`src/logic/hart_csr_pkg.sv`:
```
/*
 * CSR address map, mstatus and dcsr bit positions, mie write mask
 * and the CSR address and data types
 */

package hart_csr_pkg;

  // Basic CSR widths
  typedef logic [11:0] csr_addr_t;
  typedef logic [31:0] csr_data_t;

  ////////////////////////////////////////////////////////////////////////////
  // Address map
  ////////////////////////////////////////////////////////////////////////////

  localparam csr_addr_t CSR_MSTATUS = 12'h300;
  localparam csr_addr_t CSR_MIE     = 12'h304;
  localparam csr_addr_t CSR_MCAUSE  = 12'h342;
  localparam csr_addr_t CSR_MIP     = 12'h344;
  localparam csr_addr_t CSR_DCSR    = 12'h7B0;
  localparam csr_addr_t CSR_MCYCLE  = 12'hB00;
  localparam csr_addr_t CSR_MCYCLEH = 12'hB80;

  ////////////////////////////////////////////////////////////////////////////
  // Field positions and masks
  ////////////////////////////////////////////////////////////////////////////

  // Only MIE and MPIE live in mstatus here
  localparam int MSTATUS_MIE_BIT  = 3;
  localparam int MSTATUS_MPIE_BIT = 7;

  // MSI, MTI, MEI plus custom lines 16..31
  localparam csr_data_t MIE_WRITE_MASK = 32'hFFFF_0888;

  // Lowest bit of the 3-bit dcsr cause field
  localparam int DCSR_CAUSE_LSB = 6;

endpackage

```
`src/logic/hart_ctrl_pkg.sv`:
```
/*
 * Hart state encoding, interrupt id type,
 * debug cause code and mcause interrupt flag
 */

package hart_ctrl_pkg;

  // Hart run control states
  typedef enum logic [2:0] {
    RESET,
    BOOT_WAIT,
    RUNNING,
    SLEEP,
    DBG_HALTED
  } hart_state_e;

  // Machine interrupt lines, one per mie/mip bit
  localparam int NUM_IRQ = 32;

  // Encoded id of the selected line
  typedef logic [4:0] irq_id_t;

  // dcsr cause for an external halt request
  localparam logic [2:0] DBG_CAUSE_HALTREQ = 3'd3;

  // Interrupt flag in mcause
  localparam int MCAUSE_IRQ_BIT = 31;

endpackage

```
`src/logic/hart_csr_file.sv`:
```
/*
 * Minimal machine CSR file: mstatus, mie, mip, mcause, dcsr, mcycle(h)
 * Read mux, trap and mret updates, debug cause capture
 */

module hart_csr_file import hart_csr_pkg::*, hart_ctrl_pkg::*; (
  input  logic        clk_i,
  input  logic        rst_i,

  // Software access port
  input  logic        csr_we_i,
  input  csr_addr_t   csr_addr_i,
  input  csr_data_t   csr_wdata_i,
  output csr_data_t   csr_rdata_o,

  // Retirement and FSM events
  input  logic        mret_i,
  input  logic        irq_ack_i,
  input  irq_id_t     irq_id_i,
  input  logic        dbg_entry_i,

  // Interrupt controller side
  input  csr_data_t   mip_i,
  output csr_data_t   mie_o,
  output logic        m_irq_enable_o,

  // Counter side
  input  logic [63:0] mcycle_i,
  output logic        mcycle_wr_lo_o,
  output logic        mcycle_wr_hi_o
);

  logic       mstatus_mie_q;
  logic       mstatus_mpie_q;
  csr_data_t  mie_q;
  csr_data_t  mcause_q;
  logic [2:0] dcsr_cause_q;
  logic       wr_mstatus;
  logic       wr_mie;
  logic       wr_mcause;

  // Write decode
  assign wr_mstatus     = csr_we_i && (csr_addr_i == CSR_MSTATUS);
  assign wr_mie         = csr_we_i && (csr_addr_i == CSR_MIE);
  assign wr_mcause      = csr_we_i && (csr_addr_i == CSR_MCAUSE);
  assign mcycle_wr_lo_o = csr_we_i && (csr_addr_i == CSR_MCYCLE);
  assign mcycle_wr_hi_o = csr_we_i && (csr_addr_i == CSR_MCYCLEH);

  ////////////////////////////////////////////////////////////////////////////
  // Register updates
  ////////////////////////////////////////////////////////////////////////////

  always_ff @(posedge clk_i) begin
    if (rst_i) begin
      mstatus_mie_q  <= 1'b0;
      mstatus_mpie_q <= 1'b0;
      mie_q          <= '0;
      mcause_q       <= '0;
      dcsr_cause_q   <= '0;
    end else begin
      // mstatus: trap entry, then mret, then software
      if (irq_ack_i) begin
        mstatus_mpie_q <= mstatus_mie_q;
        mstatus_mie_q  <= 1'b0;
      end else if (mret_i) begin
        mstatus_mie_q  <= mstatus_mpie_q;
        mstatus_mpie_q <= 1'b1;
      end else if (wr_mstatus) begin
        mstatus_mie_q  <= csr_wdata_i[MSTATUS_MIE_BIT];
        mstatus_mpie_q <= csr_wdata_i[MSTATUS_MPIE_BIT];
      end

      // mcause: interrupt flag plus line number
      if (irq_ack_i) begin
        mcause_q                 <= csr_data_t'(irq_id_i);
        mcause_q[MCAUSE_IRQ_BIT] <= 1'b1;
      end else if (wr_mcause) begin
        mcause_q <= csr_wdata_i;
      end

      if (wr_mie) begin
        mie_q <= csr_wdata_i & MIE_WRITE_MASK;
      end

      // Halt cause latched on entry
      if (dbg_entry_i) begin
        dcsr_cause_q <= DBG_CAUSE_HALTREQ;
      end
    end
  end

  ////////////////////////////////////////////////////////////////////////////
  // Read mux
  ////////////////////////////////////////////////////////////////////////////

  always_comb begin
    csr_rdata_o = '0;
    case (csr_addr_i)
      CSR_MSTATUS: begin
        csr_rdata_o[MSTATUS_MIE_BIT]  = mstatus_mie_q;
        csr_rdata_o[MSTATUS_MPIE_BIT] = mstatus_mpie_q;
      end
      CSR_MIE:     csr_rdata_o = mie_q;
      CSR_MIP:     csr_rdata_o = mip_i;
      CSR_MCAUSE:  csr_rdata_o = mcause_q;
      CSR_DCSR:    csr_rdata_o[DCSR_CAUSE_LSB +: 3] = dcsr_cause_q;
      CSR_MCYCLE:  csr_rdata_o = mcycle_i[31:0];
      CSR_MCYCLEH: csr_rdata_o = mcycle_i[63:32];
      // Unmapped reads as zero
      default:     csr_rdata_o = '0;
    endcase
  end

  assign mie_o          = mie_q;
  assign m_irq_enable_o = mstatus_mie_q;

endmodule

```
`src/logic/hart_ctrl.sv`:
```
/*
 * Hart control top level
 * FSM, interrupt controller, CSR file and mcycle counter
 */

module hart_ctrl import hart_csr_pkg::*, hart_ctrl_pkg::*; (
  input  logic               clk_i,
  input  logic               rst_i,

  // Hart control
  input  logic               fetch_enable_i,
  input  logic               debug_req_i,
  input  logic [NUM_IRQ-1:0] irq_i,

  // CSR write port and combinational read
  input  logic               csr_we_i,
  input  csr_addr_t          csr_addr_i,
  input  csr_data_t          csr_wdata_i,
  output csr_data_t          csr_rdata_o,

  // Retirement stand-ins
  input  logic               wfi_i,
  input  logic               mret_i,
  input  logic               dret_i,

  output logic               irq_ack_o,
  output irq_id_t            irq_id_o,

  // Debug status
  output logic               debug_havereset_o,
  output logic               debug_running_o,
  output logic               debug_halted_o,

  output logic               core_sleep_o,
  output logic [63:0]        mcycle_o
);

  hart_state_e hart_state;
  logic        irq_req;
  logic        irq_wu;
  logic        dbg_entry;
  logic        count_inhibit;
  logic        m_irq_enable;
  logic        mcycle_wr_lo;
  logic        mcycle_wr_hi;
  csr_data_t   mie;
  csr_data_t   mip;

  ////////////////////////////////////////////////////////////////////////////
  // Run control
  ////////////////////////////////////////////////////////////////////////////

  hart_ctrl_fsm fsm_i (
    .clk_i             ( clk_i             ),
    .rst_i             ( rst_i             ),
    .fetch_enable_i    ( fetch_enable_i    ),
    .debug_req_i       ( debug_req_i       ),
    .wfi_i             ( wfi_i             ),
    .dret_i            ( dret_i            ),
    .irq_req_i         ( irq_req           ),
    .irq_wu_i          ( irq_wu            ),
    .state_o           ( hart_state        ),
    .irq_ack_o         ( irq_ack_o         ),
    .dbg_entry_o       ( dbg_entry         ),
    .count_inhibit_o   ( count_inhibit     ),
    .debug_havereset_o ( debug_havereset_o ),
    .debug_running_o   ( debug_running_o   ),
    .debug_halted_o    ( debug_halted_o    ),
    .core_sleep_o      ( core_sleep_o      )
  );

  // Frozen outside RUNNING instead of clock gating
  mcycle_counter cnt_i (
    .clk_i           ( clk_i         ),
    .rst_i           ( rst_i         ),
    .count_inhibit_i ( count_inhibit ),
    .wr_lo_i         ( mcycle_wr_lo  ),
    .wr_hi_i         ( mcycle_wr_hi  ),
    .wdata_i         ( csr_wdata_i   ),
    .mcycle_o        ( mcycle_o      )
  );

  ////////////////////////////////////////////////////////////////////////////
  // Interrupts and CSRs
  ////////////////////////////////////////////////////////////////////////////

  int_controller irq_i_ctrl (
    .clk_i          ( clk_i        ),
    .rst_i          ( rst_i        ),
    .irq_i          ( irq_i        ),
    .mie_i          ( mie          ),
    .m_irq_enable_i ( m_irq_enable ),
    .mip_o          ( mip          ),
    .irq_req_o      ( irq_req      ),
    .irq_wu_o       ( irq_wu       ),
    .irq_id_o       ( irq_id_o     )
  );

  hart_csr_file csr_i (
    .clk_i          ( clk_i          ),
    .rst_i          ( rst_i          ),
    .csr_we_i       ( csr_we_i       ),
    .csr_addr_i     ( csr_addr_i     ),
    .csr_wdata_i    ( csr_wdata_i    ),
    .csr_rdata_o    ( csr_rdata_o    ),
    .mret_i         ( mret_i         ),
    .irq_ack_i      ( irq_ack_o      ),
    .irq_id_i       ( irq_id_o       ),
    .dbg_entry_i    ( dbg_entry      ),
    .mip_i          ( mip            ),
    .mie_o          ( mie            ),
    .m_irq_enable_o ( m_irq_enable   ),
    .mcycle_i       ( mcycle_o       ),
    .mcycle_wr_lo_o ( mcycle_wr_lo   ),
    .mcycle_wr_hi_o ( mcycle_wr_hi   )
  );

endmodule

```
`src/logic/hart_ctrl_fsm.sv`:
```
/*
 * Hart run control FSM: boot, run, sleep on WFI and debug halt,
 * plus the Mealy interrupt acknowledge and debug entry strobes
 */

module hart_ctrl_fsm import hart_ctrl_pkg::*; (
  input  logic        clk_i,
  input  logic        rst_i,

  // Hart control
  input  logic        fetch_enable_i,
  input  logic        debug_req_i,
  input  logic        wfi_i,
  input  logic        dret_i,

  // From the interrupt controller
  input  logic        irq_req_i,
  input  logic        irq_wu_i,

  output hart_state_e state_o,
  output logic        irq_ack_o,
  output logic        dbg_entry_o,
  output logic        count_inhibit_o,

  // Debug and sleep status
  output logic        debug_havereset_o,
  output logic        debug_running_o,
  output logic        debug_halted_o,
  output logic        core_sleep_o
);

  hart_state_e state_q;
  hart_state_e state_d;
  logic        havereset_q;
  logic        live;

  // Hart is out of boot and not halted
  assign live = (state_q == RUNNING) || (state_q == SLEEP);

  ////////////////////////////////////////////////////////////////////////////
  // Next state
  ////////////////////////////////////////////////////////////////////////////

  always_comb begin
    state_d = state_q;
    case (state_q)
      RESET: begin
        state_d = BOOT_WAIT;
      end
      BOOT_WAIT: begin
        if (fetch_enable_i) begin
          state_d = RUNNING;
        end
      end
      RUNNING: begin
        // Debug first, a taken interrupt beats WFI
        if (debug_req_i) begin
          state_d = DBG_HALTED;
        end else if (wfi_i && !irq_req_i) begin
          state_d = SLEEP;
        end
      end
      SLEEP: begin
        // Wake-up ignores mstatus.MIE
        if (debug_req_i) begin
          state_d = DBG_HALTED;
        end else if (irq_wu_i) begin
          state_d = RUNNING;
        end
      end
      DBG_HALTED: begin
        if (dret_i) begin
          state_d = RUNNING;
        end
      end
      default: begin
        state_d = RESET;
      end
    endcase
  end

  always_ff @(posedge clk_i) begin
    if (rst_i) begin
      state_q     <= RESET;
      havereset_q <= 1'b1;
    end else begin
      state_q <= state_d;
      // Dropped on first entry into RUNNING, never set again
      if (state_d == RUNNING) begin
        havereset_q <= 1'b0;
      end
    end
  end

  ////////////////////////////////////////////////////////////////////////////
  // Outputs
  ////////////////////////////////////////////////////////////////////////////

  // Mealy strobes, debug request masks the acknowledge
  assign irq_ack_o   = (state_q == RUNNING) && irq_req_i && !debug_req_i;
  assign dbg_entry_o = live && debug_req_i;

  // mcycle only advances while running
  assign count_inhibit_o = (state_q != RUNNING);

  assign state_o           = state_q;
  assign debug_havereset_o = havereset_q;
  assign debug_running_o   = live;
  assign debug_halted_o    = (state_q == DBG_HALTED);
  assign core_sleep_o      = (state_q == SLEEP);

endmodule

```
`src/logic/int_controller.sv`:
```
/*
 * Machine interrupt controller: mip capture, mie masking,
 * highest-line selection and wake-up
 */

module int_controller import hart_csr_pkg::*, hart_ctrl_pkg::*; (
  input  logic               clk_i,
  input  logic               rst_i,
  // Raw interrupt lines
  input  logic [NUM_IRQ-1:0] irq_i,
  // From the CSR file
  input  csr_data_t          mie_i,
  input  logic               m_irq_enable_i,
  output csr_data_t          mip_o,
  // To the FSM
  output logic               irq_req_o,
  output logic               irq_wu_o,
  output irq_id_t            irq_id_o
);

  csr_data_t mip_q;
  csr_data_t irq_pend;

  // One edge of latency from the pins
  always_ff @(posedge clk_i) begin
    if (rst_i) begin
      mip_q <= '0;
    end else begin
      mip_q <= irq_i;
    end
  end

  // Pending and enabled
  assign irq_pend = mip_q & mie_i;

  // Ascending scan, last hit is the highest line
  always_comb begin
    irq_id_o = '0;
    for (int i = 0; i < NUM_IRQ; i++) begin
      if (irq_pend[i]) begin
        irq_id_o = irq_id_t'(i);
      end
    end
  end

  // Wake-up does not look at mstatus.MIE
  assign irq_wu_o  = |irq_pend;
  assign irq_req_o = irq_wu_o && m_irq_enable_i;

  assign mip_o = mip_q;

endmodule

```
`src/logic/mcycle_counter.sv`:
```
/*
 * 64-bit mcycle counter with inhibit and separate writes
 * to the low and high halves
 */

module mcycle_counter import hart_csr_pkg::*; (
  input  logic        clk_i,
  input  logic        rst_i,
  input  logic        count_inhibit_i,
  // Decoded CSR writes to mcycle / mcycleh
  input  logic        wr_lo_i,
  input  logic        wr_hi_i,
  input  csr_data_t   wdata_i,
  output logic [63:0] mcycle_o
);

  logic [63:0] mcycle_q;
  logic [63:0] mcycle_d;
  logic        wr_any;

  assign wr_any = wr_lo_i || wr_hi_i;

  always_comb begin
    mcycle_d = mcycle_q;
    if (wr_any) begin
      // Write replaces its half, no increment this cycle
      if (wr_lo_i) begin
        mcycle_d[31:0] = wdata_i;
      end
      if (wr_hi_i) begin
        mcycle_d[63:32] = wdata_i;
      end
    end else if (!count_inhibit_i) begin
      // Carry ripples into the upper half
      mcycle_d = mcycle_q + 64'd1;
    end
  end

  always_ff @(posedge clk_i) begin
    if (rst_i) begin
      mcycle_q <= '0;
    end else begin
      mcycle_q <= mcycle_d;
    end
  end

  assign mcycle_o = mcycle_q;

endmodule
```
`config.mk`:
```
export PLATFORM = sky130hd
export DESIGN_NAME = hart_ctrl
export DESIGN_NICKNAME = d
export VERILOG_FILES = /design/src/logic/hart_csr_pkg.sv /design/src/logic/hart_ctrl_pkg.sv /design/src/logic/hart_csr_file.sv /design/src/logic/hart_ctrl.sv /design/src/logic/hart_ctrl_fsm.sv /design/src/logic/int_controller.sv /design/src/logic/mcycle_counter.sv
export SDC_FILE = /design/constraint.sdc
export NUM_CORES = 1
export LEC_CHECK = 0
export ABC_AREA = 1
export BUFFER_PORTS_ARGS = -buffer_cell sky130_fd_sc_hd__buf_4
export CAP_MARGIN = 0
export CORE_MARGIN = 2
export CORE_UTILIZATION = 55
export DETAILED_ROUTE_END_ITERATION = 12
export GPL_ROUTABILITY_DRIVEN = 0
export GPL_TIMING_DRIVEN = 0
export PLACE_DENSITY = 0.8
export SETUP_SLACK_MARGIN = 0.5
export SLEW_MARGIN = 10
export SYNTH_ARGS = -nofsm -noshare
export SYNTH_HDL_FRONTEND = slang
export SYNTH_SLANG_ARGS = --single-unit
```
`constraint.sdc`:
```
create_clock -name clk_i -period 6.2 [get_ports clk_i]
set_clock_uncertainty 0.1 [all_clocks]
set_input_delay 1.24 -clock clk_i [delete_from_list [all_inputs] [get_ports clk_i]]
set_output_delay 1.24 -clock clk_i [all_outputs]
set_load 0.02 [all_outputs]
```
==> results.tsv <==
metric	value	unit
timing_hold_violations_final	0	
cts-root-buf	clkbuf_16	
synth-seq-cells	154	
cp_data_required_time	4860	ps
grt_max_degree	17	
hold_class	flip-flop to flip-flop	
fmax	200.0	MHz
portBuffers	189	
crit_cells	10	
synthArstFlopShare	0	%
synth-main-ff-cell	dfxtp_1	
final_net_count	1600	
first_global_vias	9791	
cts_made_buffers	17	
crit_arrival	3660	ps
wl	35590	um
slowest_stage	buf_1	
utilization	70.62	%
crit_chain	buf_4 -> nor2_1 -> nand2_1 -> nor4_1 -> nand2_1 -> inv_2 -> buf_1 -> nand2_1 -> o211ai_1 -> buf_4	
synth-edff-count	0	
syn_avg_cell_area	6.743	um2
cts_tree	done	
dr.pass1.iters	6	
setup_viol	0	
syn_inst	1307	
path_max_fanout	10	
path_class	input pin to output pin	
rrSetupSlack	3340	ps
rows	46	
worstHoldPathCells	2	
total_leakage_power	4.541	nW
relSlewSlack	40.67	%
via_count	10760	
worstRegToRegCells	12	
core	15770	um2
cp_common_cell	nand2_1	
die_area	17050	um2
clkLatencyLatePin	440	ps
synth_cell_types	53	
syn_area	8813	um2
hold_buffers	0	
die_w	130.6	um
path_buf_inv	4	
synth_top_area_share	34.98	%
fin_crit	5000	ps
maxCapViolCount	0	
grt.overflow.total	0	
power_density	225.6	nW/um2
areaGrowthSynthToFinish	26.36	%
die_y	130.6	um
vias_per_cell	6.169	
cts.clk_slew.worst_paths	60	ps
clock_sink_count	154	
diodes	0	
grt_setup_unrepaired	false	
drtAntennaViolNets	0	
layout-drive-gt1-share	18.72	%
grt_pass1_wl	53330	um
fin_tns_setup	0	ps
layout_common_cells	nand2_1 (318), buf_4 (192), dfxtp_1 (154)	
fin_crit_sh	80.65	%
hpwlAfterDp	26810	um
worstReg2RegStart	irq_i_ctrl.mip_o[18]	
hold_path_startpoint	fsm_i.debug_havereset_o	
rr_endpoint	csr_i.mcause_q[16]	
antenna_found_initial	0	
start_util	55.89	%
power	2.512	mW
wl_per_cell	20.41	um
drc	0	
whs_endpoint	fsm_i.debug_havereset_o	
ys_warn_count	0	
synthTopCellsByArea	dfxtp_1 (35%), nand2_1 (14%), o21ai_0 (6.5%)	
ys_seq_area_share	34.98	%
final_common_cell	nand2_1	
crit_path_end_kind	output pin	
status	complete, no violations	
post-synth-top-area-cell	dfxtp_1	
drt_iter0_drc	1958	
drv_slew	0	
grt_use_total	41.74	%
cts_max_path_buffers	2	
cts_resized	0	
ir_worst_vdd	208.5	uV
cp-start-kind	input pin	
max_stage_delay	670	ps
htree_levels	4	
syn-num-nets	1392	
post_cts_buffers	0	
tightestPinTransition	889.9	ps
critPathTopFamily	buffers and inverters	
ioPinCount	190	
==> synthesized netlist by cell type, types with 2 or more instances <==
cell type and n:
nor4_1 8, o21ai_0 114, nand3_2 4, nor2_4 4
buf_2 7, nor3_2 2, buf_1 3, nand3_1 62
nand2_4 4, o2111ai_1 10, dfxtp_1 154, nand2_2 7
nor4_4 3, clkinv_1 3, nand4_1 27, o221ai_1 2
a31oi_1 59, inv_2 7, inv_1 142, o22ai_1 3
o211ai_1 17, nor2_2 8, buf_6 5, nor2_1 89
nand2_1 318, buf_4 3, xor2_1 46, nor3b_1 2
clkbuf_1 44, nor3_1 34, o31ai_1 2, xnor2_1 7
a21oi_1 87
==> sequential cells by signal, indices dropped and copies added, names as in the netlist, 3 cells and up <==
signal            flops
cnt_i.mcycle_o       64
csr_i.mcause_q       32
csr_i.mie_o          19
fsm_i.state_o         3
irq_i_ctrl.mip_o     32
==> per-stage QoR <==
step	area [um2]	cells	worst slack [ps]	hold slack, ps
after floorplan	8813	1307	2260	330.3
after global placement	10500	1712	1351	338.8
after detailed placement	10500	1712	1318	350.7
after CTS	11140	1744	1318	360.7
after global routing	11140	1744	1183	381.7
final	11140	1744	1200	359.3
==> how the worst max path moves through the flow <==
stage                              from               to
after global placement    csr_addr_i[5]  csr_rdata_o[29]
after CTS                 csr_addr_i[5]  csr_rdata_o[28]
final                     csr_addr_i[3]  csr_rdata_o[28]
after floorplan           csr_addr_i[9]  csr_rdata_o[11]
after detailed placement  csr_addr_i[5]  csr_rdata_o[28]
after global routing      csr_addr_i[0]  csr_rdata_o[16]
==> where the power goes <==
group | leakage [nW] | internal, mW | total (mW) | switching, mW
sequential | 1.25 | 1.03 | 1.09 | 0.0555
combinational | 2.98 | 0.116 | 0.292 | 0.176
clock | 0.306 | 0.689 | 1.14 | 0.446
total | 4.54 | 1.83 | 2.51 | 0.678
==> final cells by class <==
type                    instances  area (um2)
plain buffers                  63       295.3
clock inverters                13       191.4
inverters                     153       575.6
flip-flops and latches        154        3083
repair buffers                189        1419
well taps                     216       270.3
fillers                      1398        4633
multi-input cells             937        4860
clock buffers                  19       442.9
==> worst reg2reg max path, stage by stage (launching register included) <==
cell      delay, ps
dfxtp_1         320
nand2_1          90
nand2_1          70
inv_1            70
nand3_1         110
nor4_1          270
inv_1           170
o21ai_0         190
inv_1           120
nand2_1         180
nand2_1         360
clkbuf_1        440
a21oi_1         270
==> layer usage <==
| metal | GRT usage (%) | part of all wire [%] | vias to the layer above |
|---|---|---|---|
| met5 | 0 | 0 | - |
| met2 | 60.75 | 41 | 949 |
| li1 | - | - | 4779 |
| met1 | 56.47 | 38 | 4865 |
| met3 | 11.40 | 15 | 166 |
| met4 | 22.22 | 6.3 | 0 |
==> cells by family after synthesis <==
kind of cell    after synthesis  synth area share, %
mux                           1               0.1136
simple gates                582                30.37
flops                       154                34.98
xor+xnor                     53                5.267
compound gates              300                19.25
buf+inv                     216                9.881
fa+ha+maj                     1               0.1419
Power figures use the tool's default switching activity.
